**src/sprite_walk.mem**
```
// three sprite frames of 4 lines each, 8 hex palette indices per line
// index 9 is transparent; frame order in the file: stand, left step, right step
9 9 5 5 5 5 9 9
9 5 0 5 5 0 5 9
9 9 7 7 7 7 9 9
9 9 6 9 9 6 9 9
9 9 5 5 5 5 9 9
9 5 0 5 5 0 5 9
9 7 7 7 7 D 9 9
9 6 9 9 9 9 6 9
9 9 5 5 5 5 9 9
9 5 0 5 5 0 5 9
9 9 D 7 7 7 7 9
9 9 9 6 6 9 9 9

```
**src/logic/sprite_pkg.sv**
```systemverilog
// ==================================================
// sizes are fixed by the texel file sprite_walk.mem
// coordinates are signed; blanking sits at negative sx, sy
// ==================================================
`default_nettype none

package sprite_pkg;
    // raster
    localparam int CORDW = 16;
    localparam logic signed [CORDW-1:0] H_RES  = 16'sd64;
    localparam logic signed [CORDW-1:0] V_RES  = 16'sd40;
    localparam logic signed [CORDW-1:0] H_STA  = -16'sd16;
    localparam logic signed [CORDW-1:0] V_STA  = -16'sd6;
    localparam logic signed [CORDW-1:0] H_END  = H_RES - 16'sd1;  // last column
    localparam logic signed [CORDW-1:0] V_END  = V_RES - 16'sd1;
    localparam logic signed [CORDW-1:0] HS_STA = -16'sd12;
    localparam logic signed [CORDW-1:0] HS_END = -16'sd5;
    localparam logic signed [CORDW-1:0] VS_STA = -16'sd5;
    localparam logic signed [CORDW-1:0] VS_END = -16'sd3;

    // sprite geometry
    localparam int SPR_WIDTH   = 8;
    localparam int SPR_HEIGHT  = 4;
    localparam int SPR_SCALE_X = 2;
    localparam int SPR_SCALE_Y = 2;
    localparam int SPR_FRAMES  = 3;
    localparam int SPR_PIXELS  = SPR_WIDTH * SPR_HEIGHT;
    localparam int SPR_ADDRW   = $clog2(SPR_PIXELS * SPR_FRAMES);
    localparam int COLR_BITS   = 4;
    localparam logic [COLR_BITS-1:0] SPR_TRANS = 4'd9;

    // motion and animation
    localparam logic signed [CORDW-1:0] SPR_Y       = 16'sd16;
    localparam logic signed [CORDW-1:0] SPR_SPEED_X = 16'sd4;   // leftwards
    localparam logic signed [CORDW-1:0] SPR_X_MIN   = -16'sd12;
    localparam int ANIM_STEP = 4;
    localparam int ANIM_LEN  = 4;
    localparam logic [1:0] ANIM_SEQ [ANIM_LEN] = '{2'd0, 2'd1, 2'd0, 2'd2};

    // sprite engine states
    localparam logic [1:0] ENG_IDLE  = 2'd0;
    localparam logic [1:0] ENG_AWAIT = 2'd1;  // wait for position
    localparam logic [1:0] ENG_DRAW  = 2'd2;
    localparam logic [1:0] ENG_NEXT  = 2'd3;  // rest of line after draw

    // RGB444 colours
    localparam logic [11:0] PALETTE [16] = '{
        12'h000, 12'h222, 12'h555, 12'h888, 12'hBBB, 12'hFFF, 12'h630, 12'hA62,
        12'hFC8, 12'hF0F, 12'h02A, 12'h15D, 12'h3AF, 12'hD20, 12'hFA0, 12'h2A3
    };
    localparam logic [11:0] BG_BANDS [5] = '{
        12'h239, 12'h24A, 12'h25B, 12'h26C, 12'h27D  // one per 8 lines
    };
endpackage

`default_nettype wire

```
**src/logic/display_timings.sv**
```systemverilog
// ==================================================
// reduced raster: 64x40 active, 80x46 total, sync active high
// frame and line strobes are decoded from the counters
// ==================================================
`timescale 1ns/1ps
`default_nettype none

module display_timings import sprite_pkg::*; (
    input  logic                    clk_pix,
    input  logic                    rst,
    output logic signed [CORDW-1:0] sx,
    output logic signed [CORDW-1:0] sy,
    output logic                    hsync,
    output logic                    vsync,
    output logic                    de,
    output logic                    frame,
    output logic                    line
);

    // scan position
    always_ff @(posedge clk_pix) begin
        if (rst) begin
            sx <= H_STA;
            sy <= V_STA;
        end else if (sx == H_END) begin
            sx <= H_STA;
            sy <= (sy == V_END) ? V_STA : sy + 16'sd1;
        end else begin
            sx <= sx + 16'sd1;
        end
    end

    always_comb begin
        hsync = (sx >= HS_STA) && (sx <= HS_END);
        vsync = (sy >= VS_STA) && (sy <= VS_END);
        de    = (sx >= 16'sd0) && (sy >= 16'sd0);  // blanking is negative
        frame = (sx == H_STA) && (sy == V_STA);
        line  = (sx == H_STA);
    end

endmodule

`default_nettype wire

```
**src/logic/pixel_compositor.sv**
```systemverilog
// ==================================================
// band index uses sy[5:3], so V_RES must stay within 64 lines
// outputs lag the scan counters by one cycle
// ==================================================
`timescale 1ns/1ps
`default_nettype none

module pixel_compositor import sprite_pkg::*; (
    input  logic                    clk_pix,
    input  logic                    rst,
    input  logic                    hsync,
    input  logic                    vsync,
    input  logic                    de,
    input  logic                    drawing,
    input  logic signed [CORDW-1:0] sy,
    input  logic [COLR_BITS-1:0]    pix,
    output logic [3:0]              red,
    output logic [3:0]              green,
    output logic [3:0]              blue,
    output logic                    hsync_o,
    output logic                    vsync_o,
    output logic                    de_o
);

    logic [11:0] bg_colr;
    logic [11:0] colr;
    logic        spr_opaque;

    always_comb begin
        bg_colr    = '0;
        spr_opaque = drawing && (pix != SPR_TRANS);
        if (de) begin
            bg_colr = BG_BANDS[sy[5:3]];  // 8-line gradient bands
        end
        colr = spr_opaque ? PALETTE[pix] : bg_colr;
        if (!de) begin
            colr = '0;  // sprite may sit in blanking
        end
    end

    always_ff @(posedge clk_pix) begin
        if (rst) begin
            {red, green, blue} <= '0;
            hsync_o <= 1'b0;
            vsync_o <= 1'b0;
            de_o    <= 1'b0;
        end else begin
            {red, green, blue} <= colr;
            hsync_o <= hsync;
            vsync_o <= vsync;
            de_o    <= de;
        end
    end

endmodule

`default_nettype wire

```
**src/logic/sprite_animator.sv**
```systemverilog
// ==================================================
// position and animation change only on the frame strobe
// start fires at sx = H_STA of the sprite's top line
// ==================================================
`timescale 1ns/1ps
`default_nettype none

module sprite_animator import sprite_pkg::*; (
    input  logic                    clk_pix,
    input  logic                    rst,
    input  logic                    frame,
    input  logic                    line,
    input  logic signed [CORDW-1:0] sy,
    output logic signed [CORDW-1:0] sprx,
    output logic [SPR_ADDRW-1:0]    spr_base,
    output logic                    start
);

    logic [$clog2(ANIM_STEP)-1:0] cnt_frame;  // frames within a step
    logic [$clog2(ANIM_LEN)-1:0]  seq_idx;

    always_ff @(posedge clk_pix) begin
        if (rst) begin
            sprx      <= '0;
            cnt_frame <= '0;
            seq_idx   <= '0;
        end else if (frame) begin
            // walk left, reappear at the right edge once off screen
            sprx <= (sprx > SPR_X_MIN) ? sprx - SPR_SPEED_X : H_RES;

            if (cnt_frame == ANIM_STEP - 1) begin
                cnt_frame <= '0;
                seq_idx   <= (seq_idx == ANIM_LEN - 1) ? '0 : seq_idx + 1'b1;
            end else begin
                cnt_frame <= cnt_frame + 1'b1;
            end
        end
    end

    always_comb begin
        spr_base = SPR_ADDRW'(ANIM_SEQ[seq_idx] * SPR_PIXELS);  // frame offset in ROM
        start    = line && (sy == SPR_Y);
    end

endmodule

`default_nettype wire

```
**src/logic/sprite_engine.sv**
```systemverilog
// ==================================================
// sprx must stay >= -12 so the pre-fetch lands in blanking
// drawing is cut at the end of the line, never wraps over
// ==================================================
`timescale 1ns/1ps
`default_nettype none

module sprite_engine import sprite_pkg::*; (
    input  logic                    clk_pix,
    input  logic                    rst,
    input  logic                    start,
    input  logic signed [CORDW-1:0] sx,
    input  logic signed [CORDW-1:0] sprx,
    input  logic [COLR_BITS-1:0]    data,
    output logic [SPR_ADDRW-1:0]    pos,
    output logic [COLR_BITS-1:0]    pix,
    output logic                    drawing
);

    logic [1:0] state;
    logic [1:0] state_next;
    logic [$clog2(SPR_WIDTH)-1:0]   cnt_x;      // texel column
    logic [$clog2(SPR_WIDTH)-1:0]   col_next;   // column needed next cycle
    logic [$clog2(SPR_SCALE_X)-1:0] sub_x;
    logic [$clog2(SPR_HEIGHT)-1:0]  cnt_y;      // texel line
    logic [$clog2(SPR_SCALE_Y)-1:0] sub_y;
    logic line_end;
    logic last_line;
    logic texel_end;
    logic row_done;

    always_comb begin
        line_end  = (sx == H_END);
        last_line = (cnt_y == SPR_HEIGHT - 1) && (sub_y == SPR_SCALE_Y - 1);
        texel_end = (sub_x == SPR_SCALE_X - 1);
        row_done  = texel_end && (cnt_x == SPR_WIDTH - 1);
    end

    // next state
    always_comb begin
        state_next = state;
        if (state != ENG_IDLE && line_end) begin
            state_next = last_line ? ENG_IDLE : ENG_AWAIT;  // next scan line
        end else begin
            case (state)
                ENG_IDLE:  if (start) state_next = ENG_AWAIT;
                ENG_AWAIT: if (sx == sprx - 16'sd1) state_next = ENG_DRAW;
                ENG_DRAW:  if (row_done) state_next = ENG_NEXT;
                default:   state_next = state;  // hold until line end
            endcase
        end
    end

    always_ff @(posedge clk_pix) begin
        if (rst) begin
            state <= ENG_IDLE;
            cnt_x <= '0;
            sub_x <= '0;
            cnt_y <= '0;
            sub_y <= '0;
        end else begin
            state <= state_next;

            // horizontal scaling
            if (state_next != ENG_DRAW) begin
                cnt_x <= '0;
                sub_x <= '0;
            end else if (state == ENG_DRAW) begin
                if (texel_end) begin
                    sub_x <= '0;
                    cnt_x <= cnt_x + 1'b1;
                end else begin
                    sub_x <= sub_x + 1'b1;
                end
            end

            // vertical scaling, one step per scan line
            if (state == ENG_IDLE) begin
                cnt_y <= '0;
                sub_y <= '0;
            end else if (line_end) begin
                if (sub_y == SPR_SCALE_Y - 1) begin
                    sub_y <= '0;
                    cnt_y <= cnt_y + 1'b1;
                end else begin
                    sub_y <= sub_y + 1'b1;
                end
            end
        end
    end

    // address one pixel ahead to hide the ROM latency
    always_comb begin
        col_next = (texel_end && cnt_x != SPR_WIDTH - 1) ? cnt_x + 1'b1 : cnt_x;
        pos      = SPR_ADDRW'(cnt_y * SPR_WIDTH) + SPR_ADDRW'(col_next);
        pix      = data;  // already aligned with sx
        drawing  = (state == ENG_DRAW);
    end

endmodule

`default_nettype wire

```
**src/logic/sprite_rom.sv**
```systemverilog
// ==================================================
// one cycle read latency; contents come from sprite_walk.mem
// ==================================================
`timescale 1ns/1ps
`default_nettype none

module sprite_rom import sprite_pkg::*; (
    input  logic                 clk_pix,
    input  logic [SPR_ADDRW-1:0] base,
    input  logic [SPR_ADDRW-1:0] pos,
    output logic [COLR_BITS-1:0] data
);

    localparam SPR_FILE = "/design/src/sprite_walk.mem";

    logic [COLR_BITS-1:0] rom [SPR_FRAMES*SPR_PIXELS];
    logic [SPR_ADDRW-1:0] addr;

    initial begin
        $readmemh(SPR_FILE, rom);
    end

    assign addr = base + pos;  // frame base plus texel offset

    always_ff @(posedge clk_pix) begin
        data <= rom[addr];
    end

endmodule

`default_nettype wire

```
**src/logic/sprite_walk_top.sv**
```systemverilog
// ==================================================
// parallel RGB444 out, one cycle after the scan counters
// no clock generation or TMDS; rst is synchronous
// ==================================================
`timescale 1ns/1ps
`default_nettype none

module sprite_walk_top import sprite_pkg::*; (
    input  logic       clk_pix,
    input  logic       rst,
    output logic [3:0] red,
    output logic [3:0] green,
    output logic [3:0] blue,
    output logic       hsync,
    output logic       vsync,
    output logic       de
);

    logic signed [CORDW-1:0] sx;
    logic signed [CORDW-1:0] sy;
    logic signed [CORDW-1:0] sprx;
    logic tg_hsync;  // raw timing, before the output register
    logic tg_vsync;
    logic tg_de;
    logic frame;
    logic line;
    logic spr_start;
    logic spr_drawing;
    logic [SPR_ADDRW-1:0] spr_base;
    logic [SPR_ADDRW-1:0] spr_pos;
    logic [COLR_BITS-1:0] rom_data;
    logic [COLR_BITS-1:0] spr_pix;

    display_timings timings_inst (
        .clk_pix,
        .rst,
        .sx,
        .sy,
        .hsync (tg_hsync),
        .vsync (tg_vsync),
        .de    (tg_de),
        .frame,
        .line
    );

    sprite_animator animator_inst (
        .clk_pix,
        .rst,
        .frame,
        .line,
        .sy,
        .sprx,
        .spr_base,
        .start (spr_start)
    );

    sprite_rom rom_inst (
        .clk_pix,
        .base (spr_base),
        .pos  (spr_pos),
        .data (rom_data)
    );

    sprite_engine engine_inst (
        .clk_pix,
        .rst,
        .start   (spr_start),
        .sx,
        .sprx,
        .data    (rom_data),
        .pos     (spr_pos),
        .pix     (spr_pix),
        .drawing (spr_drawing)
    );

    pixel_compositor compositor_inst (
        .clk_pix,
        .rst,
        .hsync   (tg_hsync),
        .vsync   (tg_vsync),
        .de      (tg_de),
        .drawing (spr_drawing),
        .sy,
        .pix     (spr_pix),
        .red,
        .green,
        .blue,
        .hsync_o (hsync),
        .vsync_o (vsync),
        .de_o    (de)
    );

endmodule

`default_nettype wire

```
**config.mk**
```make
export PLATFORM = sky130hd
export DESIGN_NAME = sprite_walk_top
export DESIGN_NICKNAME = d
export VERILOG_FILES = /design/src/logic/sprite_pkg.sv /design/src/logic/display_timings.sv /design/src/logic/pixel_compositor.sv /design/src/logic/sprite_animator.sv /design/src/logic/sprite_engine.sv /design/src/logic/sprite_rom.sv /design/src/logic/sprite_walk_top.sv
export SDC_FILE = /design/constraint.sdc
export NUM_CORES = 1
export LEC_CHECK = 0
export BUFFER_PORTS_ARGS = -buffer_cell sky130_fd_sc_hd__buf_4
export CAP_MARGIN = 20
export CORE_MARGIN = 2
export CORE_UTILIZATION = 35
export DETAILED_ROUTE_END_ITERATION = 10
export PLACE_DENSITY = 0.5
export SKIP_CTS_REPAIR_TIMING = 1
export SYNTH_ARGS = -nofsm -noshare
export SYNTH_HDL_FRONTEND = slang
export SYNTH_SLANG_ARGS = --single-unit
```
**constraint.sdc**
```tcl
create_clock -name clk_pix -period 1.7 [get_ports clk_pix]
set_input_delay 0.085 -clock clk_pix [delete_from_list [all_inputs] [get_ports clk_pix]]
set_output_delay 0.085 -clock clk_pix [all_outputs]
set_load 0.1 [all_outputs]
```
# == Word level (Yosys, flattened, before mapping) ==
# Memories as Yosys holds them, arrays and structs flattened.
# Index checks and enable logic that the tools add are counted.
# word_totals
out_inout_bits,15
in_bits,2
wordCells,81
n_memories,2
ff_bits,76
romBits,288
# memory_table
memory,words,word_bits,rd,rd_clocked_by_memory_dff,write_ports,line_no,text
(no name shown),16,12,1,0,0,pixel_compositor.sv:35,colr = spr_opaque ? PALETTE[pix] : bg_colr;
(no name shown),8,12,1,0,0,pixel_compositor.sv:33,bg_colr = BG_BANDS[sy[5:3]];
# classes
mux,15
add_sub_neg,8
eq_ne,12
n_bitwise,3
magnitude_cmp,9
n_reduce_logical,17
# op_table
op,n
two-way mux 12 bit,5
adder 16 x 2 -> 16 bit (second input constant),2
equality test 16 x 7 -> 1 bit (second input constant),2
>= comparator 16 x 1 -> 1 bit (second input constant),2
two-way mux 16 bit,2
equality test 16 bit,1
equality test 16 x 4 -> 1 bit (second input constant),1
equality test 16 x 5 -> 1 bit (second input constant),1
equality test 16 x 6 -> 1 bit (second input constant),1
>= comparator 16 x 4 -> 1 bit (second input constant),1
>= comparator 16 x 5 -> 1 bit (second input constant),1
> comparator 16 x 5 -> 1 bit (second input constant),1
less-or-equal comparator 16 x 3 -> 1 bit (second input constant),1
less-or-equal comparator 16 x 4 -> 1 bit (second input constant),1
subtractor 16 x 2 -> 16 bit (second input constant),1
subtractor 16 x 4 -> 16 bit (second input constant),1
logical AND 1 bit,9
two-way mux 2 bit,4
OR reduction 2 bit,4
case mux 2 bit (3 select lines),1
>= comparator 5 bit (second input constant),1
inverter 4 -> 5 bit,1
equality test 2 bit (second input constant),2
>= comparator 4 bit (second input constant),1
13 further kinds,17

# == Depth between registers and ports, before layout ==
# depth
depth_word,7
mapped_depth,8
ltp_nobuf,6

# == By module ==
# From an unflattened synthesis, not the netlist that was laid out.
# unflattened
hier_cells,569
area_unflattened_um2,4835.9
# modules_own_cells
module,instances,seq_area_each_um2,area_each_um2,cells_each
display_timings,1,640.6,1801.7,210
sprite_engine,1,180.2,1138.6,144
sprite_animator,1,360.3,1001.0,109
pixel_compositor,1,300.3,860.8,101
sprite_rom,1,0.0,33.8,5

# == Least setup slack after synthesis ==
# Ideal clock, no wire load.
# synth_path
kind,reg2reg
startpoint,register timings_inst.sy[0]
endpoint,register timings_inst.sy[14]
path_slack_ps,22
arrival_ps,1558
synth_period_minus_slack_ps,1678
required_ps,1580
setup_time_ps,120
path_buffers,0
path_stages_with_launch,6
cell_sequence,dfxtp_1 ha_1 and3_1 nand4_1 o31a_1 a211o_1
# synth_via
elab_chain_len,2
elab_cells_between_ends,3
classes_between,1 x add/sub; 1 x eq/ne; 1 x mux
# synth_lines
item,line_no,text
start: declaration,display_timings.sv:12,"output logic signed [CORDW-1:0] sy,"
start signal: assignment,display_timings.sv:27,sy <= (sy == V_END) ? V_STA : sy + 16'sd1;
adder 16 x 2 -> 16 bit or equality test 16 x 7 -> 1 bit (tied branches),display_timings.sv:27,
two-way mux 16 bit (*),display_timings.sv:27,
# Mark *: on every way between the ends. The rest lies on a longest branch, timed or not.
# A chain may end at the register's enable or synchronous reset.

# == Worst setup path in the final report ==
# layout_path
startpoint,register timings_inst.sx[6]
endpoint,register timings_inst.sy[14]
# layout_via
elab_chain_len,1
# layout_lines
item,line_no,text
start: declaration,display_timings.sv:11,"output logic signed [CORDW-1:0] sx,"
start signal: assignment,display_timings.sv:29,sx <= sx + 16'sd1;
equality test 16 x 7 -> 1 bit,display_timings.sv:25,end else if (sx == H_END) begin
# No other way between the ends.

==> flow_metrics.py <==
metrics = {
    "flow_run": {
        "maxCapViolCount": 0,
    },
    "route": {
        "drcViolationCount": 0,
        "firstDrtPassIters": 4,
        "top_layer": "met4",
        "wl_met1_mm": 2.045,
        "route.met2.wl_mm": 1.937,
        "drtIter0Drc": 100,
        "wl_per_cell_um": 12.64,
        "route.vias.total": 1649,
        "route.met3.wl_um": 220,
        "antenna_left": 0,
        "vias_per_cell": 4.879,
        "wl_mm": 4.271,
    },
    "synthesis": {
        "synthArstFlopShare_pct": 0,
        "synthTopCellsByArea": "dfxtp_1, ha_1, nand2_1",
        "synth_top_area_share_pct": 40.47,
        "yosys_warnings": 0,
        "yosysMostFrequentCell": "dfxtp_1",
        "synth_cells": 224,
        "ys_types": 45,
        "yosysTopAreaCell": "dfxtp_1",
        "synth.cell_area_mm2": 0.002028,
        "synthFlopType": "dfxtp_1",
        "ys_ff_latch": 41,
        "synth.avg_cell_area_um2": 9.054,
        "seq_area_frac_synth_pct": 40.47,
        "synth_edf_count": 0,
        "yosys-top-cells-count": "dfxtp_1, nand2_1, a21oi_1",
    },
    "power_and_ir_drop": {
        "p_per_area_mw_per_mm2": 736.1,
        "p_leak_nw": 1.190,
        "combPwrFrac_pct": 6.1,
        "pwr-share-seq_pct": 50.8,
        "ir_drop_mv": 0.3210,
        "p_total_mw": 1.908,
        "clkPwrFrac_pct": 43.1,
        "intPower_mw": 1.481,
        "p_sw_share_pct": 22.41,
        "p_sw_mw": 0.4276,
    },
    "finish": {
        "area_delta_synth_final_pct": 27.82,
        "post-route-util_pct": 46.79,
        "diodes": 0,
        "finalNonFillerCells": 338,
        "drive_gt1_share_pct": 29.32,
        "final_nets": 275,
    },
    "critical_path": {
        "path_class": "register to register",
        "critical_path.startpoint": "timings_inst.sx[6]",
        "critPathBufInv": 0,
        "crit_family": "simple AND/OR/NAND/NOR gates",
        "reg2reg_depth": 4,
        "crit_required_ns": 1.89,
        "max_stage_delay_ns": 0.38,
        "rr_endpoint": "timings_inst.sy[14]",
        "worst_setup_path_end_kind": "register",
        "crit_path_top_delay_cell": "nor4_4",
        "worstPathArrival_ns": 1.79,
        "cp.depth": 4,
        "crit_path_end": "timings_inst.sy[14]",
        "startpoint_type": "register",
        "path_max_fanout": 7,
        "worstReg2RegStart": "timings_inst.sx[6]",
        "ff2ff_setup_slack_ns": 0.09,
        "crit_chain": "nor4_4 -> nand4_4 -> o31a_1 -> a211o_1",
    },
    "sta": {
        "layout_worst_path_cycle_share_pct": 94.49,
        "finalMaxSlewViolations": 0,
        "setup_viol": 0,
        "max_freq_mhz": 622.6,
        "fin_skew_ns": 0.008718,
        "min_period_ns": 1.606,
        "hold_viol": 0,
        "rsz0062_at_grt": "yes",
    },
    "clock_tree": {
        "cts_tree": "yes",
        "htreeDepth": 2,
        "clk_latency_ns": 0.30,
        "clock_path_buffers": 2,
        "clk_pin_slew_ns": 0.08,
        "cts_sinks": 41,
        "root_buffer": "clkbuf_8",
        "cts_inserted_buffers": 5,
    },
    "placed_design": {
        "hpwl_mm": 3.154,
        "place_congestion": 0.7885,
        "io_buffers": 12,
        "dp_cells": 327,
    },
    "die": {
        "start_util_pct": 36.61,
        "rows": 27,
        "coreArea_mm2": 0.005540,
        "die_w_um": 80.13,
        "die_y_um": 80.13,
        "die_area_mm2": 0.006420,
        "ioPinCount": 17,
    },
    "global_routing": {
        "grt_pass1_vias": 1601,
        "grt_usage_pct": 14.69,
        "grt_overflow_total": 0,
        "grt_first_pass_wirelength_mm": 7.314,
        "grt_antenna_before_repair": 0,
        "grt_start_max_net_pins": 15,
    },
    "worst_hold_path": {
        "hold_path.class": "input port to register",
    },
    "run_status": {
        "status": "finished, final reports clean",
    },
}
-- cell families (layout without fill, tap and decap cells) --
family / count (synthesis) / count (layout) / synth area share [%]
adders and majority gates: 8 / 8 / 4.935
AOI/OAI and AO/OA: 40 / 40 / 13.08
xor gates and xnor gates: 15 / 15 / 6.478
buffers and inverters: 28 / 67 / 7.464
and+or+nand+nor: 91 / 91 / 27.39
DFF: 41 / 41 / 40.47
other: 1 / 4 / 0.1849
-- power groups by stage --
stage	Clock [mW]	Sequential [mW]	Combinational (mW)
2_1_floorplan	0	1.00	0.0861
4_1_cts	0.840	0.970	0.115
3_3_place_gp	0	0.993	0.115
3_5_place_dp	0	0.993	0.115
6_report	0.822	0.970	0.116
5_1_grt	0.872	0.971	0.126
-- area by class of cell --
| cell class | count | area (µm²) |
|---|---|---|
| Sequential cell | 41 | 823.3 |
| Tap cell | 72 | 90.09 |
| Timing Repair Buffer | 47 | 365.4 |
| Fill cell | 557 | 2948 |
| Multi-Input combinational cell | 158 | 1152 |
| Clock buffer | 7 | 86.33 |
| Inverter | 12 | 45.04 |
| Clock inverter | 1 | 30.03 |
-- per-layer routing --
| metal | track usage (%) | vias up |
|---|---|---|
| li1 | - | 853 |
| met1 | 18.62 | 759 |
| met5 | 0 | - |
| met3 | 3.708 | 6 |
| met2 | 23.67 | 31 |
| met4 | 6.102 | 0 |
-- worst min path at each step --
stage	from	endpoint	slack, ns	cells after the start
2_1_floorplan	rst	timings_inst.sy[14]	0.38	2
3_3_place_gp	rst	timings_inst.sy[14]	0.39	2
3_5_place_dp	rst	timings_inst.sy[14]	0.40	2
4_1_cts	rst	timings_inst.sy[14]	0.09	2
5_1_grt	rst	timings_inst.sy[14]	0.12	2
6_report	rst	timings_inst.sy[14]	0.11	2
-- layout by cell type (no fill, tap or decap), types with 7 or more instances in the layout --
master,instances
inv_1,12
xnor2_1,7
nor2_1,10
nand2_1,22
ha_1,7
o21ai_0,7
dfxtp_1,39
nand3_1,12
a21oi_1,14
buf_4,46
xor2_1,8
-- state kept, by name, summed over array words and instances, names as in the netlist --
register	flops
timings_inst.sx	16
timings_inst.sy	16
compositor_inst.blue	3
compositor_inst.green	2
compositor_inst.de_o	1
compositor_inst.hsync_o	1
compositor_inst.red	1
compositor_inst.vsync_o	1
-- through the flow --
step,cell area [µm²],setup slack (ns),hold slack (ns),TNS [ns]
after floorplan,2039,0.02235,0.3777,0
after global placement,2366,0.01395,0.3945,0
after detailed placement,2366,0.005355,0.4014,0
after CTS,2482,-0.03253,0.09054,-0.1164
after global routing,2592,-0.01617,0.1231,-0.02436
final,2592,0.09374,0.1137,0
Power figures use the tool's default switching activity.
